[src/excp_pkg.sv]
// Shared definitions for the exception subsystem
// Cause-vector bit indices, exception type codes, CP0 register numbers,
// CP0 field positions, exception vector bases and offsets, width typedefs

package excp_pkg;

    localparam int EXC_W = 20;

    typedef logic [EXC_W-1:0] exc_vec_t;
    typedef logic [4:0]       exc_type_t;
    typedef logic [31:0]      word_t;
    typedef logic [4:0]       cp0_addr_t;

    // Cause vector bit indices, lower index means higher priority
    localparam int EXC_INTR     = 1;
    localparam int EXC_I_ADEL   = 2;   // Fetch address error
    localparam int EXC_I_TLBR   = 3;   // Fetch TLB refill
    localparam int EXC_I_TLBI   = 4;   // Fetch TLB invalid
    localparam int EXC_CPU      = 6;
    localparam int EXC_RI       = 7;
    localparam int EXC_OV       = 8;
    localparam int EXC_TRAP     = 9;
    localparam int EXC_SYSC     = 10;
    localparam int EXC_BP       = 11;
    localparam int EXC_D_ADEL   = 12;
    localparam int EXC_D_ADES   = 13;
    localparam int EXC_D_TLBR   = 14;
    localparam int EXC_D_TLBI   = 15;
    localparam int EXC_D_TLBM   = 16;
    localparam int EXC_ERET     = 18;

    // Slots 0, 5, 17 and 19 carry no cause in this core
    localparam exc_vec_t EXC_USED_MASK = 20'h5_FFDE;

    // ExcCode values as written to Cause, plus two internal codes
    localparam exc_type_t EXT_INT  = 5'd0;
    localparam exc_type_t EXT_TLBM = 5'd1;
    localparam exc_type_t EXT_TLBL = 5'd2;
    localparam exc_type_t EXT_TLBS = 5'd3;
    localparam exc_type_t EXT_ADEL = 5'd4;
    localparam exc_type_t EXT_ADES = 5'd5;
    localparam exc_type_t EXT_SYS  = 5'd8;
    localparam exc_type_t EXT_BP   = 5'd9;
    localparam exc_type_t EXT_RI   = 5'd10;
    localparam exc_type_t EXT_CPU  = 5'd11;
    localparam exc_type_t EXT_OV   = 5'd12;
    localparam exc_type_t EXT_TR   = 5'd13;
    localparam exc_type_t EXT_ERET = 5'd30;
    localparam exc_type_t EXT_NONE = 5'd31;

    // CP0 register numbers
    localparam cp0_addr_t CP0_BADVADDR = 5'd8;
    localparam cp0_addr_t CP0_STATUS   = 5'd12;
    localparam cp0_addr_t CP0_CAUSE    = 5'd13;
    localparam cp0_addr_t CP0_EPC      = 5'd14;

    // Status fields
    localparam int STATUS_IE    = 0;
    localparam int STATUS_EXL   = 1;
    localparam int STATUS_ERL   = 2;
    localparam int STATUS_IM_LO = 8;
    localparam int STATUS_IM_HI = 15;
    localparam int STATUS_BEV   = 22;

    localparam word_t STATUS_RESET   = 32'h0040_0004;   // BEV and ERL set
    localparam word_t STATUS_WR_MASK = 32'h0040_FF07;   // IE, EXL, ERL, IM, BEV

    // Cause fields
    localparam int CAUSE_EXC_LO = 2;
    localparam int CAUSE_EXC_HI = 6;
    localparam int CAUSE_IP_LO  = 8;
    localparam int CAUSE_IP_HI  = 15;
    localparam int CAUSE_BD     = 31;

    // Exception vectors
    localparam word_t VEC_BASE_BOOT   = 32'hBFC0_0200;
    localparam word_t VEC_BASE_NORM   = 32'h8000_0000;
    localparam word_t VEC_OFF_REFILL  = 32'h0000_0000;
    localparam word_t VEC_OFF_GENERAL = 32'h0000_0180;

endpackage

[src/excp_commit_if.sv]
// Exception decision bundle
// Carries the prioritized exception from the priority block to CP0
// and to the vector address block

interface excp_commit_if import excp_pkg::*; ();

    logic      flag;      // Exception or ERET present this cycle
    exc_type_t etype;     // Selected exception type
    word_t     baddr;     // Faulting address for BadVAddr
    logic      save_bad;  // Load BadVAddr on commit
    logic      refill;    // TLB refill, selects the refill vector offset

    // Driver side, the priority block
    modport prio (
        output flag,
        output etype,
        output baddr,
        output save_bad,
        output refill
    );

    // Consumers, CP0 and vector block
    modport sink (
        input flag,
        input etype,
        input baddr,
        input save_bad,
        input refill
    );

endinterface

[src/excp_prio.sv]
// Exception prioritization
// Masks the pending hardware interrupt, merges in the data TLB faults
// and selects the highest-priority cause with its faulting address

module excp_prio import excp_pkg::*; (
    input  exc_vec_t      excp_in,
    input  logic          d_tlbr,
    input  logic          d_tlbi,
    input  logic          d_tlbm,
    input  logic          d_refs,    // Data access is a store
    input  word_t         status,
    input  word_t         cause,
    input  word_t         pc,
    input  word_t         m_vaddr,
    excp_commit_if.prio   commit
);

    logic     intr_req;
    exc_vec_t excp;
    logic [4:0] pick;   // Index of the winning cause bit

    // Pending and enabled interrupt, blocked at exception or error level
    assign intr_req = |(cause[CAUSE_IP_HI:CAUSE_IP_LO] & status[STATUS_IM_HI:STATUS_IM_LO])
                      &&  status[STATUS_IE]
                      && !status[STATUS_EXL]
                      && !status[STATUS_ERL];

    always_comb begin
        excp             = excp_in & EXC_USED_MASK;
        excp[EXC_INTR]   = intr_req;
        excp[EXC_D_TLBR] = d_tlbr;
        excp[EXC_D_TLBI] = d_tlbi;
        excp[EXC_D_TLBM] = d_tlbm;
    end

    assign commit.flag = |excp;

    // Scan downwards so the lowest set index is the one left in pick
    always_comb begin
        pick = '0;
        for (int i = EXC_W - 1; i >= 0; i--) begin
            if (excp[i]) pick = 5'(i);
        end
    end

    always_comb begin
        commit.etype    = EXT_NONE;
        commit.baddr    = '0;
        commit.save_bad = 1'b0;
        commit.refill   = 1'b0;
        if (commit.flag) begin
            case (pick)
                EXC_INTR:   commit.etype = EXT_INT;
                EXC_I_ADEL: commit.etype = EXT_ADEL;
                EXC_I_TLBR: commit.etype = EXT_TLBL;
                EXC_I_TLBI: commit.etype = EXT_TLBL;
                EXC_CPU:    commit.etype = EXT_CPU;
                EXC_RI:     commit.etype = EXT_RI;
                EXC_OV:     commit.etype = EXT_OV;
                EXC_TRAP:   commit.etype = EXT_TR;
                EXC_SYSC:   commit.etype = EXT_SYS;
                EXC_BP:     commit.etype = EXT_BP;
                EXC_D_ADEL: commit.etype = EXT_ADEL;
                EXC_D_ADES: commit.etype = EXT_ADES;
                EXC_D_TLBR: commit.etype = d_refs ? EXT_TLBS : EXT_TLBL;
                EXC_D_TLBI: commit.etype = d_refs ? EXT_TLBS : EXT_TLBL;
                EXC_D_TLBM: commit.etype = EXT_TLBM;   // Always Mod
                EXC_ERET:   commit.etype = EXT_ERET;
                default:    commit.etype = EXT_NONE;
            endcase

            case (pick)
                EXC_I_ADEL, EXC_I_TLBR, EXC_I_TLBI: begin
                    commit.baddr    = pc;   // Fetch fault
                    commit.save_bad = 1'b1;
                end
                EXC_D_ADEL, EXC_D_ADES, EXC_D_TLBR, EXC_D_TLBI, EXC_D_TLBM: begin
                    commit.baddr    = m_vaddr;
                    commit.save_bad = 1'b1;
                end
                default: begin
                    commit.baddr    = '0;
                    commit.save_bad = 1'b0;
                end
            endcase

            commit.refill = (pick == 5'(EXC_I_TLBR)) || (pick == 5'(EXC_D_TLBR));
        end
    end

endmodule

[src/cp0_regs.sv]
// CP0 Status, Cause, EPC and BadVAddr registers
// Exception commit and ERET update, hardware interrupt sampling,
// move-to and move-from access for software

module cp0_regs import excp_pkg::*; (
    input  logic          clk,
    input  logic          arst_n,
    input  logic          stall,
    excp_commit_if.sink   commit,
    input  word_t         pc,
    input  logic          in_delay_slot,
    input  logic [5:0]    hw_int,
    input  logic          wr_en,
    input  cp0_addr_t     wr_addr,
    input  word_t         wr_data,
    input  cp0_addr_t     rd_addr,
    output word_t         rd_data,
    output word_t         status,
    output word_t         cause,
    output word_t         epc
);

    word_t status_q;
    word_t badvaddr_q;
    word_t epc_q;
    logic       cause_bd_q;
    logic [5:0] cause_ip_hw_q;   // Sampled hw_int, IP[7:2]
    logic [1:0] cause_ip_sw_q;   // Software interrupts, IP[1:0]
    exc_type_t  cause_exc_q;

    logic do_commit;
    logic is_eret;
    logic sw_wr;

    assign do_commit = commit.flag && !stall;
    assign is_eret   = (commit.etype == EXT_ERET);
    assign sw_wr     = wr_en && !stall && !do_commit;   // Exception wins over mtc0

    // Hardware IP bits follow hw_int one cycle late
    always_ff @(posedge clk or negedge arst_n) begin
        if (!arst_n) begin
            cause_ip_hw_q <= '0;
        end else if (!stall) begin
            cause_ip_hw_q <= hw_int;
        end
    end

    always_ff @(posedge clk or negedge arst_n) begin
        if (!arst_n) begin
            status_q      <= STATUS_RESET;
            epc_q         <= '0;
            badvaddr_q    <= '0;
            cause_bd_q    <= 1'b0;
            cause_ip_sw_q <= '0;
            cause_exc_q   <= '0;
        end else if (do_commit) begin
            if (is_eret) begin
                // Error level returns first
                if (status_q[STATUS_ERL]) begin
                    status_q[STATUS_ERL] <= 1'b0;
                end else begin
                    status_q[STATUS_EXL] <= 1'b0;
                end
            end else begin
                // Nested exceptions keep the first EPC and BD
                if (!status_q[STATUS_EXL]) begin
                    epc_q      <= in_delay_slot ? pc - 32'd4 : pc;
                    cause_bd_q <= in_delay_slot;
                end
                cause_exc_q          <= commit.etype;
                status_q[STATUS_EXL] <= 1'b1;
                if (commit.save_bad) begin
                    badvaddr_q <= commit.baddr;
                end
            end
        end else if (sw_wr) begin
            case (wr_addr)
                CP0_STATUS: begin
                    status_q <= (status_q & ~STATUS_WR_MASK) | (wr_data & STATUS_WR_MASK);
                end
                CP0_CAUSE:  cause_ip_sw_q <= wr_data[CAUSE_IP_LO+1:CAUSE_IP_LO];
                CP0_EPC:    epc_q <= wr_data;
                default:    ;   // BadVAddr and others are read only
            endcase
        end
    end

    // Cause as seen by software and the priority block
    always_comb begin
        cause                              = '0;
        cause[CAUSE_BD]                    = cause_bd_q;
        cause[CAUSE_IP_HI:CAUSE_IP_LO]     = {cause_ip_hw_q, cause_ip_sw_q};
        cause[CAUSE_EXC_HI:CAUSE_EXC_LO]   = cause_exc_q;
    end

    assign status = status_q;
    assign epc    = epc_q;

    // mfc0 read port
    always_comb begin
        case (rd_addr)
            CP0_BADVADDR: rd_data = badvaddr_q;
            CP0_STATUS:   rd_data = status_q;
            CP0_CAUSE:    rd_data = cause;
            CP0_EPC:      rd_data = epc_q;
            default:      rd_data = '0;
        endcase
    end

endmodule

[src/excp_vector.sv]
// Exception vector address
// Redirect target from the exception type, Status.BEV and Status.EXL,
// or EPC when the instruction is ERET

module excp_vector import excp_pkg::*; (
    excp_commit_if.sink   commit,
    input  word_t         status,
    input  word_t         epc,
    output word_t         redirect_pc
);

    word_t base;
    word_t offset;
    logic  use_refill;

    // Boot-time vectors live in uncached ROM space
    assign base = status[STATUS_BEV] ? VEC_BASE_BOOT : VEC_BASE_NORM;

    // Refill gets its own entry only outside exception level
    assign use_refill = commit.refill && !status[STATUS_EXL];

    assign offset = use_refill ? VEC_OFF_REFILL : VEC_OFF_GENERAL;

    always_comb begin
        if (commit.etype == EXT_ERET) begin
            redirect_pc = epc;   // Return from handler
        end else begin
            redirect_pc = base + offset;
        end
    end

endmodule

[src/excp_unit.sv]
// Exception handling subsystem top level
// Priority block, CP0 registers and vector block joined by one
// commit interface, with plain ports toward the pipeline

module excp_unit import excp_pkg::*; (
    input  logic         clk,
    input  logic         arst_n,
    input  logic         stall,          // Memory stage held, no commit

    // Exception sources from the memory stage
    input  exc_vec_t     excp_in,
    input  logic         d_tlbr,
    input  logic         d_tlbi,
    input  logic         d_tlbm,
    input  logic         d_refs,
    input  word_t        pc,
    input  word_t        m_vaddr,
    input  logic         in_delay_slot,
    input  logic [5:0]   hw_int,

    // Software access to CP0
    input  logic         cp0_wr_en,
    input  cp0_addr_t    cp0_wr_addr,
    input  word_t        cp0_wr_data,
    input  cp0_addr_t    cp0_rd_addr,
    output word_t        cp0_rd_data,

    // Decision toward the pipeline
    output logic         exc_flag,
    output exc_type_t    exc_type,
    output word_t        redirect_pc,
    output logic         flush
);

    word_t status;
    word_t cause;
    word_t epc;

    excp_commit_if commit_if ();

    excp_prio prio_i (
        .excp_in  (excp_in),
        .d_tlbr   (d_tlbr),
        .d_tlbi   (d_tlbi),
        .d_tlbm   (d_tlbm),
        .d_refs   (d_refs),
        .status   (status),
        .cause    (cause),
        .pc       (pc),
        .m_vaddr  (m_vaddr),
        .commit   (commit_if.prio)
    );

    cp0_regs cp0_i (
        .clk           (clk),
        .arst_n        (arst_n),
        .stall         (stall),
        .commit        (commit_if.sink),
        .pc            (pc),
        .in_delay_slot (in_delay_slot),
        .hw_int        (hw_int),
        .wr_en         (cp0_wr_en),
        .wr_addr       (cp0_wr_addr),
        .wr_data       (cp0_wr_data),
        .rd_addr       (cp0_rd_addr),
        .rd_data       (cp0_rd_data),
        .status        (status),
        .cause         (cause),
        .epc           (epc)
    );

    excp_vector vector_i (
        .commit      (commit_if.sink),
        .status      (status),
        .epc         (epc),
        .redirect_pc (redirect_pc)
    );

    assign exc_flag = commit_if.flag;
    assign flush    = commit_if.flag;   // Any exception or ERET empties the pipe
    assign exc_type = commit_if.etype;

endmodule

[config.mk]
export PLATFORM = sky130hd
export DESIGN_NAME = excp_unit
export DESIGN_NICKNAME = d
export VERILOG_FILES = /design/src/excp_pkg.sv /design/src/excp_commit_if.sv /design/src/excp_prio.sv /design/src/cp0_regs.sv /design/src/excp_vector.sv /design/src/excp_unit.sv
export SDC_FILE = /design/constraint.sdc
export NUM_CORES = 1
export LEC_CHECK = 0
export BUFFER_PORTS_ARGS = -buffer_cell sky130_fd_sc_hd__clkbuf_2
export CORE_MARGIN = 5
export CORE_UTILIZATION = 35
export DETAILED_ROUTE_END_ITERATION = 10
export GPL_TIMING_DRIVEN = 0
export PLACE_DENSITY = 0.58
export SETUP_SLACK_MARGIN = 0.02
export SLEW_MARGIN = 20
export SYNTH_ARGS = -nofsm -noshare
export SYNTH_HDL_FRONTEND = slang
export SYNTH_HIERARCHICAL = 1
export SYNTH_SLANG_ARGS = --single-unit
export TNS_END_PERCENT = 30
[constraint.sdc]
create_clock -name clk -period 2.9 [get_ports clk]
set_input_delay 0.145 -clock clk [delete_from_list [all_inputs] [get_ports clk]]
set_output_delay 0.145 -clock clk [all_outputs]
set_load 0.005 [all_outputs]
==> qor.yml, run 1 <==
status:
  status: "complete, but fails checks"
  failed_checks: "setup timing"
min_path:
  hold-path-cell-count: 2
  hold_path.class: "in2reg"
sta:
  slew_violations: 0
  final.setup_skew_ns: 0.0120
  grt_setup_unrepaired: "yes"
  finalHoldWorstSlack_ns: 0.0125
  worstMarginPinSlew_ns: 1.27
  final.setup.worst_slack_ns: -0.143
  finalWorstPathRequiredPeriod_ns: 3.04
  setup-violations-final: 62
  final_min_period_over_clock_period_pct: 105
  maxClockFrequency_ghz: 0.329
  slew_headroom_pct: 14.5
  report.final.hold_viol_count: 0
floorplan:
  fp.dieArea_sq_um: 20100
  initial_core_utilization_pct: 35.4
  fp-row-count: 48
  fp.dieH_um: 142
  die-width_um: 142
  core_region_area_sq_um: 17200
  pin_count: 212
route:
  final_antenna_net_count: 0
  vias: 6173
  vias_per_cell: 5.57
  first_iter_violations: 515
  first_pass_iters: 5
  avgRoutedWirePerCell_um: 21.9
  detail_route.wirelength_mm: 24.3
  route.detailed.drc: 0
synth:
  postSynthAreaPerCell_sq_um: 9.63
  synthCells: 631
  synthesis.area_sq_um: 6080
  mappedNetlistNets: 773
  synth_warnings: 6
setup_path:
  cp-start-kind: "flop"
  worstPathMaxFanout: 5
  critical_path.most_common_cell: "buf_6"
  timing.setup.critical_path_class: "reg2out"
  delay_contributed_by_the_slowest_stage_of_the_critical_path_ns: 0.39
  cp_slowest_cell: "dfrtp_1"
  crit_path_end_kind: "primary output"
  r2r_cells: 12
  crit_arrival_ns: 2.90
  path_cells: "a22oi_2 > and4_4 > o22ai_4 > buf_6 > o311ai_4 > nand4_1 > nor2_4 > buf_6 > mux2_4 > clkbuf_2"
  cp_data_required_time_ns: 2.76
grt:
  initial_antenna_violation_count: 0
  gr-total-overflow: 0
  grt_first_pass_wirelength_mm: 36.2
  grt_max_degree: 48
  grt_pass1_vias: 6188
  overall_routing_resource_usage_pct: 23.6
clock_network:
  cts_max_path_buffers: 2
  htree_num_levels: 3
  cts_buffers: 9
  clock_latency_on_the_worst_skew_pair_ns: 0.36
  cts.sinks: 90
  tritoncts: "built"
  clockRootBuffer: "clkbuf_16"
  cts.clk_slew.worst_paths_ns: 0.07
cells_and_area:
  syn2layout_area_growth_pct: 38.2
  stdcell_count: 1109
  layout.cells.most_common_list: "200 x clkbuf_2, 88 x dfrtp_1, 52 x mux2_2, 47 x nand2_1, 45 x a22o_1"
  nets: 1021
  filler_cell_count: 1713
  post-route-cell-area_sq_um: 8390
  antenna_cells: 0
  drive_above_1_share_pct: 47.1
  most_common_library_cell_in_the_layout_ignoring_fill_and_taps: "clkbuf_2"
flow_run:
  drv_cap: 0
place:
  dpl.cell_count: 1057
  portBuffers: 200
  dp_hpwl_mm: 18.0
  dp_worst_setup_slack_ns: -0.918
  dpl_cell_area_sq_um: 7450
  globalplace.congestion: 0.874
power:
  power.density_cell_area_nw_per_um2: 421
  vdd_drop_max_uv: 304
  p_leak_nw: 4.07
-- layer usage --
metal  track usage (%)  part of all wire (%)  vias up
li1                  -                     -     2869
met2              38.4                    47      257
met5                 0                     0        -
met3              5.93                   7.6       27
met1              31.8                    43     3020
met4              5.61                   1.8        0
-- worst paths after layout --
check | end | slack [ns] | startpoint
min reg2reg | cp0_i/cause_exc_q[3]$_DFFE_PN0P_ | 0.49 | cp0_i/cause_exc_q[3]$_DFFE_PN0P_
max | redirect_pc[8] | -0.14 | cp0_i/status[13]$_DFFE_PN0P_
max reg2reg | cp0_i/badvaddr_q[23]$_DFFE_PN0P_ | -0.10 | cp0_i/status[13]$_DFFE_PN0P_
min | cp0_i/cause_ip_hw_q[2]$_DFFE_PN0N_ | 0.01 | hw_int[2]
min in group asynchronous | cp0_i/badvaddr_q[19]$_DFFE_PN0P_ | 0.27 | arst_n
max in group asynchronous | cp0_i/status[2]$_DFFE_PN1P_ | 2.00 | arst_n
-- flip-flops by register name, indices dropped and copies added, names as in the netlist --
register             count
cp0_i/status            12
cp0_i/badvaddr_q        32
cp0_i/cause_exc_q        5
cp0_i/cause_bd_q         1
cp0_i/cause_ip_hw_q      6
cp0_i/cause_ip_sw_q      2
cp0_i/epc               32
-- worst max-delay path, delay by kind of cell, from the launching register on --
kind	cells	cell delay [ns]
and+or+nand+nor	3	0.78
AOI/OAI and AO/OA	3	0.62
buffers and inverters	3	0.43
DFF	1	0.39
muxes	1	0.31
-- per-stage QoR --
| step | power, W | util (%) | setup TNS, ns |
|---|---|---|---|
| finish | 0.00353 | 48.9 | -3.67 |
| global route | 0.00369 | 48.9 | -8.96 |
| CTS | 0.00349 | 47.0 | -1.75 |
| detailed placement | 0.00230 | 43.4 | -69.69 |
| global placement | 0.00228 | 43.2 | -65.88 |
| floorplan | 0.00197 | - | -1.71 |
-- power by group --
group / internal [W] / switching [W] / total, W
clock network: 0.000591 / 0.000548 / 0.00114
registers: 0.00144 / 0.000138 / 0.00158
logic: 0.000413 / 0.000404 / 0.000817
total: 0.00244 / 0.00109 / 0.00353
-- timing repair --
action                                  CTS  global route
resized for setup                        48            53
cloned                                    1             2
endpoints found under the setup margin  103            94
endpoints found under the hold margin    42             0
pin swaps                                19            19
hold buffers                              1             0
buffers inserted                         17            16
-- layout make-up --
class	instances	area [sq um]	area share [%]
buffer	45	373	4.44
sequential	90	2250	26.9
timing repair buffer	238	1390	16.5
inverter	11	41.3	0.492
clock buffer	10	229	2.73
clock inverter	6	47.5	0.566
tap	225	282	3.35
multi-input combinational	484	3780	45.1
(Power assumes the default switching activity.)
==> inputs of run 2 (changes only) <==
ABC_AREA = 1   (was default)
BUFFER_PORTS_ARGS = default   (was -buffer_cell sky130_fd_sc_hd__clkbuf_2)
DONT_BUFFER_PORTS = 1   (was default)
PLACE_DENSITY = 0.48   (was 0.58)
==> qor.yml, run 2 <==
status:
  status: "complete, but fails checks"
  failed_checks: "setup timing"
floorplan:
  fp.dieArea_sq_um: 22100  # +10%
  initial_core_utilization_pct: 35.8  # +0.43 points
  pin_count: 212  # unchanged
  fp.dieH_um: 149  # +5.0%
  die-width_um: 149  # +5.0%
  fp-row-count: 50  # +4.2%
  core_region_area_sq_um: 18800  # +9.6%
route:
  avgRoutedWirePerCell_um: 20.3  # -7.4%
  vias_per_cell: 5.09  # -8.6%
  first_iter_violations: 417  # -19%
  final_antenna_net_count: 0  # unchanged
  route.detailed.drc: 0  # unchanged
  detail_route.wirelength_mm: 28.0  # +15%
  first_pass_iters: 5  # unchanged
  vias: 7024  # +14%
sta:
  final.setup_skew_ns: 0.0122  # +0.000211 ns
  final.setup.worst_slack_ns: -0.214  # -0.0709 ns
  grt_setup_unrepaired: "yes"
  final_min_period_over_clock_period_pct: 107  # +2.4 points
  slew_violations: 0  # unchanged
  finalHoldWorstSlack_ns: 0.0234  # +0.0109 ns
  maxClockFrequency_ghz: 0.321  # -2.3%
  slew_headroom_pct: 56.0  # +42 points
  report.final.hold_viol_count: 0  # unchanged
  worstMarginPinSlew_ns: 0.660  # -0.611 ns
  setup-violations-final: 97  # +56%
  finalWorstPathRequiredPeriod_ns: 3.11  # +0.0709 ns
clock_network:
  htree_num_levels: 3  # unchanged
  tritoncts: "built"
  cts.sinks: 90  # unchanged
  cts_buffers: 9  # unchanged
  cts.clk_slew.worst_paths_ns: 0.07  # about the same
  clock_latency_on_the_worst_skew_pair_ns: 0.36  # about the same
  clockRootBuffer: "clkbuf_16"
  cts_max_path_buffers: 2  # unchanged
setup_path:
  critPathCapture: "redirect_pc[1]"
  delay_contributed_by_the_slowest_stage_of_the_critical_path_ns: 0.41  # +0.02 ns
  cp-start-kind: "flop"
  worst_r2r_endpoint: "cp0_i/badvaddr_q[8]$_DFFE_PN0P_"
  path_cells: "nand2_2 > nand4_4 > o21ai_4 > buf_6 > nand2_4 > nor2_4 > inv_4 > nor2_8 > nand3_4 > o21ai_1 > nor2_1 > nand2_2 > nand3_4 > nor2_4 > inv_2 > buf_12 > nor2_4"
  timing.setup.critical_path_class: "reg2out"
  worstPathMaxFanout: 10  # +5
  worst_setup_path_startpoint: "cp0_i/cause_ip_hw_q[5]$_DFFE_PN0N_"
  r2r_cells: 23  # +11
  cp_slowest_cell: "dfrtp_1"
  crit_path_end_kind: "primary output"
  cp_data_required_time_ns: 2.76  # about the same
  ff2ff_setup_slack_ns: -0.18  # -0.08 ns
  crit-reg2reg-launch: "cp0_i/cause_ip_hw_q[5]$_DFFE_PN0N_"
  crit_arrival_ns: 2.97  # +0.07 ns
  critical_path.most_common_cell: "nor2_4"
synth:
  synth_warnings: 6  # unchanged
  synthesis.area_sq_um: 6740  # +11%
  postSynthAreaPerCell_sq_um: 6.46  # -33%
  mappedNetlistNets: 1185  # +53%
  synthCells: 1043  # +65%
cells_and_area:
  most_common_library_cell_in_the_layout_ignoring_fill_and_taps: "nand2_1"
  filler_cell_count: 2019  # +18%
  stdcell_count: 1381  # +25%
  layout.cells.most_common_list: "391 x nand2_1, 96 x nor2_1, 90 x inv_1, 88 x dfrtp_1"
  syn2layout_area_growth_pct: 29.1
  nets: 1257  # +23%
  drive_above_1_share_pct: 20.8  # -26 points
grt:
  grt_pass1_vias: 7051  # +14%
  grt_first_pass_wirelength_mm: 42.1  # +16%
  grt_max_degree: 91  # +90%
  initial_antenna_violation_count: 3  # +3
  gr-total-overflow: 0  # unchanged
  overall_routing_resource_usage_pct: 25.2  # +1.5 points
place:
  globalplace.congestion: 0.843  # -3.5%
  dpl.cell_count: 1303  # +23%
  dp_hpwl_mm: 21.4  # +19%
  dp_worst_setup_slack_ns: -0.971  # -0.0538 ns
  portBuffers: 0  # -100%
power:
  power.density_cell_area_nw_per_um2: 436  # +3.6%
  fin_total_pwr_w: 0.00380  # +7.4%
  vdd_drop_max_uv: 241  # -21%
  p_leak_nw: 4.28  # +5.0%
min_path:
  hold_path.class: "in2reg"
flow_run:
  drv_cap: 0  # unchanged
## run 2: how the worst min path moves through the flow
stage	startpoint	endpoint	slack [ns]	cells past startpoint
final	pc[6]	cp0_i/badvaddr_q[6]$_DFFE_PN0P_	0.02	4
after global routing	cp0_wr_data[20]	cp0_i/epc[20]$_DFFE_PN0P_	0.03	4
after CTS	pc[6]	cp0_i/badvaddr_q[6]$_DFFE_PN0P_	0.01	4
after detailed placement	arst_n	cp0_i/cause_ip_sw_q[1]$_DFFE_PN0P_	-0.15	0
after global placement	arst_n	cp0_i/cause_ip_sw_q[1]$_DFFE_PN0P_	-0.15	0
after floorplan	arst_n	cp0_i/badvaddr_q[0]$_DFFE_PN0P_	-0.15	0
## run 2: repair_timing
| item | CTS | global route |
|---|---|---|
| hold buffers | 27 | 0 |
| hold endpoints to repair | 119 | 0 |
| setup buffers | 21 | 6 |
| endpoints found under the setup margin | 107 | 104 |
| cloned | 7 | 1 |
| gates resized for setup | 112 | 37 |
| pin swaps | 27 | 21 |
## run 2: stage by stage
step	setup TNS, ns	util (%)	cell area (sq um)
after global routing	-36.97	46.2	8700
after CTS	-16.88	45.1	8490
after global placement	-79.15	37.5	7070
after floorplan	0	-	6740
after detailed placement	-78.61	37.5	7070
final	-12.54	46.2	8710
## run 2: area by class of cell
type / instances / area [sq um] / area share (%)
clock inverters: 6 / 114 / 1.31
clock buffers: 10 / 229 / 2.63
repair buffers: 62 / 766 / 8.80
diodes: 1 / 2.50 / 0.0287
plain buffers: 42 / 384 / 4.41
well taps: 260 / 325 / 3.74
inverters: 109 / 432 / 4.96
flip-flops and latches: 90 / 2250 / 25.9
multi-input cells: 801 / 4200 / 48.2
## run 2: metal layers
| metal | vias to the layer above | routed length [um] | track usage, % |
|---|---|---|---|
| met1 | 3285 | 12300 | 34.0 |
| met5 | - | 28 | 0 |
| met3 | 43 | 2330 | 7.26 |
| met4 | 6 | 673 | 7.69 |
| met2 | 237 | 12700 | 39.3 |
| li1 | 3453 | - | - |
## run 2: worst max-delay path: cells and delay by family, from the launching register on
| kind | cells | cell delay, ns |
|---|---|---|
| AOI/OAI and AO/OA | 2 | 0.35 |
| DFF | 1 | 0.41 |
| and+or+nand+nor | 11 | 1.33 |
| buffers and inverters | 4 | 0.51 |
## run 2: power breakdown
part | internal (W) | switching, W
combinational | 0.000340 | 0.000501
sequential | 0.00144 | 0.000143
clock | 0.000846 | 0.000531
==> inputs of run 3 (changes only) <==
ABC_AREA = 0   (was 1)
REMOVE_ABC_BUFFERS = 1   (was default)
==> qor.yml, run 3 (synthesis results as in run 1) <==
route:
  final_antenna_net_count: 0  # unchanged
  avgRoutedWirePerCell_um: 26.2  # +29%
  route.detailed.drc: 0  # unchanged
  vias_per_cell: 6.03  # +19%
  first_iter_violations: 364  # -13%
  first_pass_iters: 5  # unchanged
  detail_route.wirelength_mm: 23.9  # -15%
  vias: 5498  # -22%
power:
  power.density_cell_area_nw_per_um2: 448  # +2.7%
  fin_total_pwr_w: 0.00345  # -9.2%
  p_leak_nw: 3.25  # -24%
  vdd_drop_max_uv: 241  # +0.17%
sta:
  final.setup_skew_ns: 0.0123  # +0.000113 ns
  maxClockFrequency_ghz: 0.317  # -1.4%
  final.setup.worst_slack_ns: -0.258  # -0.0436 ns
  grt_setup_unrepaired: "yes"
  report.final.hold_viol_count: 0  # unchanged
  finalWorstPathRequiredPeriod_ns: 3.16  # +0.0436 ns
  final_min_period_over_clock_period_pct: 109  # +1.5 points
  slew_violations: 0  # unchanged
  finalHoldWorstSlack_ns: 0.00487  # -0.0185 ns
  worstMarginPinSlew_ns: 0.755  # +0.0954 ns
  slew_headroom_pct: 49.5  # -6.5 points
  setup-violations-final: 87  # -10%
grt:
  initial_antenna_violation_count: 0  # -3
  grt_busiest_layer: "met2"
  met3_usage_pct: 4.65  # -2.6 points
  overall_routing_resource_usage_pct: 22.9  # -2.3 points
  grt_max_degree: 91  # unchanged
  gr-total-overflow: 0  # unchanged
  grtUsageMet1_pct: 28.9  # -5.1 points
  global_route.usage.met2_pct: 38.7  # -0.56 points
  grt_pass1_vias: 5801  # -18%
  grt_first_pass_wirelength_mm: 35.2  # -16%
setup_path:
  cp-start-kind: "flop"
  cp_slowest_cell: "dfrtp_1"
  crit_arrival_ns: 3.01  # +0.04 ns
  cp_data_required_time_ns: 2.76  # about the same
  path_cells: "a22oi_2 > and4_4 > o22ai_4 > or4_1 > o211ai_1 > clkinvlp_4 > buf_6 > a21boi_4 > buf_12 > a21o_4"
  crit_path_end_kind: "primary output"
  delay_contributed_by_the_slowest_stage_of_the_critical_path_ns: 0.40  # about the same
  timing.setup.critical_path_class: "reg2out"
  ff2ff_setup_slack_ns: -0.12  # +0.06 ns
  worst_r2r_endpoint: "cp0_i/epc[27]$_DFFE_PN0P_"
  r2r_cells: 10  # -57%
  worstPathMaxFanout: 8  # -2
  crit-reg2reg-launch: "cp0_i/cause_ip_hw_q[3]$_DFFE_PN0N_"
cells_and_area:
  layout.cells.most_common_list: "88 x dfrtp_1, 53 x nand2_1, 52 x mux2_2, 45 x a22o_1, 41 x dlygate4sd3_1"
  drive_above_1_share_pct: 28.8  # +8.0 points
  syn2layout_area_growth_pct: 26.7
  most_common_library_cell_in_the_layout_ignoring_fill_and_taps: "dfrtp_1"
  filler_cell_count: 1696  # -16%
  layout.area.seq_sq_um: 2250  # unchanged
  footprint_of_the_multi_input_gates_sq_um: 3890  # -7.4%
  stdcell_count: 912  # -34%
  nets: 824  # -34%
  antenna_cells: 0  # -1
  finalCoreUtilization_pct: 44.8  # -1.4 points
place:
  dpl.cell_count: 823  # -37%
  dp_worst_setup_slack_ns: -1.06  # -0.0884 ns
  dp_hpwl_mm: 15.9  # -26%
  portBuffers: 0  # unchanged
  globalplace.congestion: 0.834  # -1.1%
floorplan:
  die-width_um: 142  # -4.7%
  fp.dieArea_sq_um: 20100  # -9.2%
  fp-row-count: 48  # -4.0%
  initial_core_utilization_pct: 35.4  # -0.43 points
  fp.dieH_um: 142  # -4.7%
  core_region_area_sq_um: 17200  # -8.8%
  pin_count: 212  # unchanged
min_path:
  worst_hold_startpoint: "cp0_wr_data[10]"
  hold-path-cell-count: 2  # -2
  hold_end: "cp0_i/epc[10]$_DFFE_PN0P_"
  hold_path.class: "in2reg"
clock_network:
  cts_max_path_buffers: 2  # unchanged
  cts.sinks: 90  # unchanged
  htree_num_levels: 3  # unchanged
  cts_buffers: 9  # unchanged
  clockRootBuffer: "clkbuf_16"
  cts.clk_slew.worst_paths_ns: 0.07  # about the same
  tritoncts: "built"
  clock_latency_on_the_worst_skew_pair_ns: 0.35  # about the same
status:
  status: "complete, but fails checks"
  failed_checks: "setup timing"
flow_run:
  drv_cap: 0  # unchanged
-- run 3: worst max path at each step --
| stage | from | to | slack, ns | cells past startpoint |
|---|---|---|---|---|
| 2_1_floorplan | excp_in[12] | cp0_i/epc[10]$_DFFE_PN0P_ | -1.05 | 9 |
| 3_3_place_gp | cp0_rd_addr[4] | cp0_rd_data[2] | -3.13 | 4 |
| 3_5_place_dp | excp_in[18] | cp0_i/badvaddr_q[0]$_DFFE_PN0P_ | -1.06 | 12 |
| 4_1_cts | cp0_i/status[13]$_DFFE_PN0P_ | redirect_pc[25] | -0.48 | 9 |
| 5_1_grt | cp0_i/cause_ip_hw_q[3]$_DFFE_PN0N_ | redirect_pc[24] | -0.34 | 10 |
| 6_report | cp0_i/cause_ip_hw_q[3]$_DFFE_PN0N_ | redirect_pc[24] | -0.26 | 10 |
-- run 3: power by group --
group          total (W)  internal, W  leakage [nW]  switching [W]
combinational   0.000669     0.000346          1.99       0.000323
clock            0.00121     0.000693         0.140       0.000514
sequential       0.00157      0.00144          1.12       0.000131
total            0.00345      0.00248          3.25       0.000969
-- run 3: per-layer routing --
layer	vias up	wire length, um
li1	2475	-
met1	2791	10100
met2	187	11700
met3	45	1330
met4	0	714
met5	-	0
-- run 3: repair_timing --
action,CTS,global route
setup buffers,20,5
hold buffers,42,0
pin swaps,11,9
resized for setup,50,18
setup endpoints to repair,104,103
gates cloned,3,2
hold endpoints to repair,129,0
-- run 3: layout make-up --
type / instances / area share, %
well taps: 225 / 3.66
repair buffers: 83 / 12.0
inverters: 11 / 0.585
flip-flops and latches: 90 / 29.3
repair inverters: 1 / 0.0975
clock buffers: 13 / 3.25
multi-input cells: 486 / 50.5
clock inverters: 3 / 0.553
-- run 3: critical path, delay by kind of cell, from the launching register on --
| kind | cells | cell delay [ns] |
|---|---|---|
| compound gates | 5 | 0.95 |
| simple gates | 2 | 0.72 |
| buf+inv | 3 | 0.57 |
| flops | 1 | 0.40 |
-- run 3: metrics by stage --
stage               area [sq um]  setup TNS [ns]
global placement            6100         -262.52
CTS                         7530          -19.04
detailed placement          6320          -75.98
floorplan                   5820          -59.90
finish                      7700           -6.84
global route                7700          -13.85
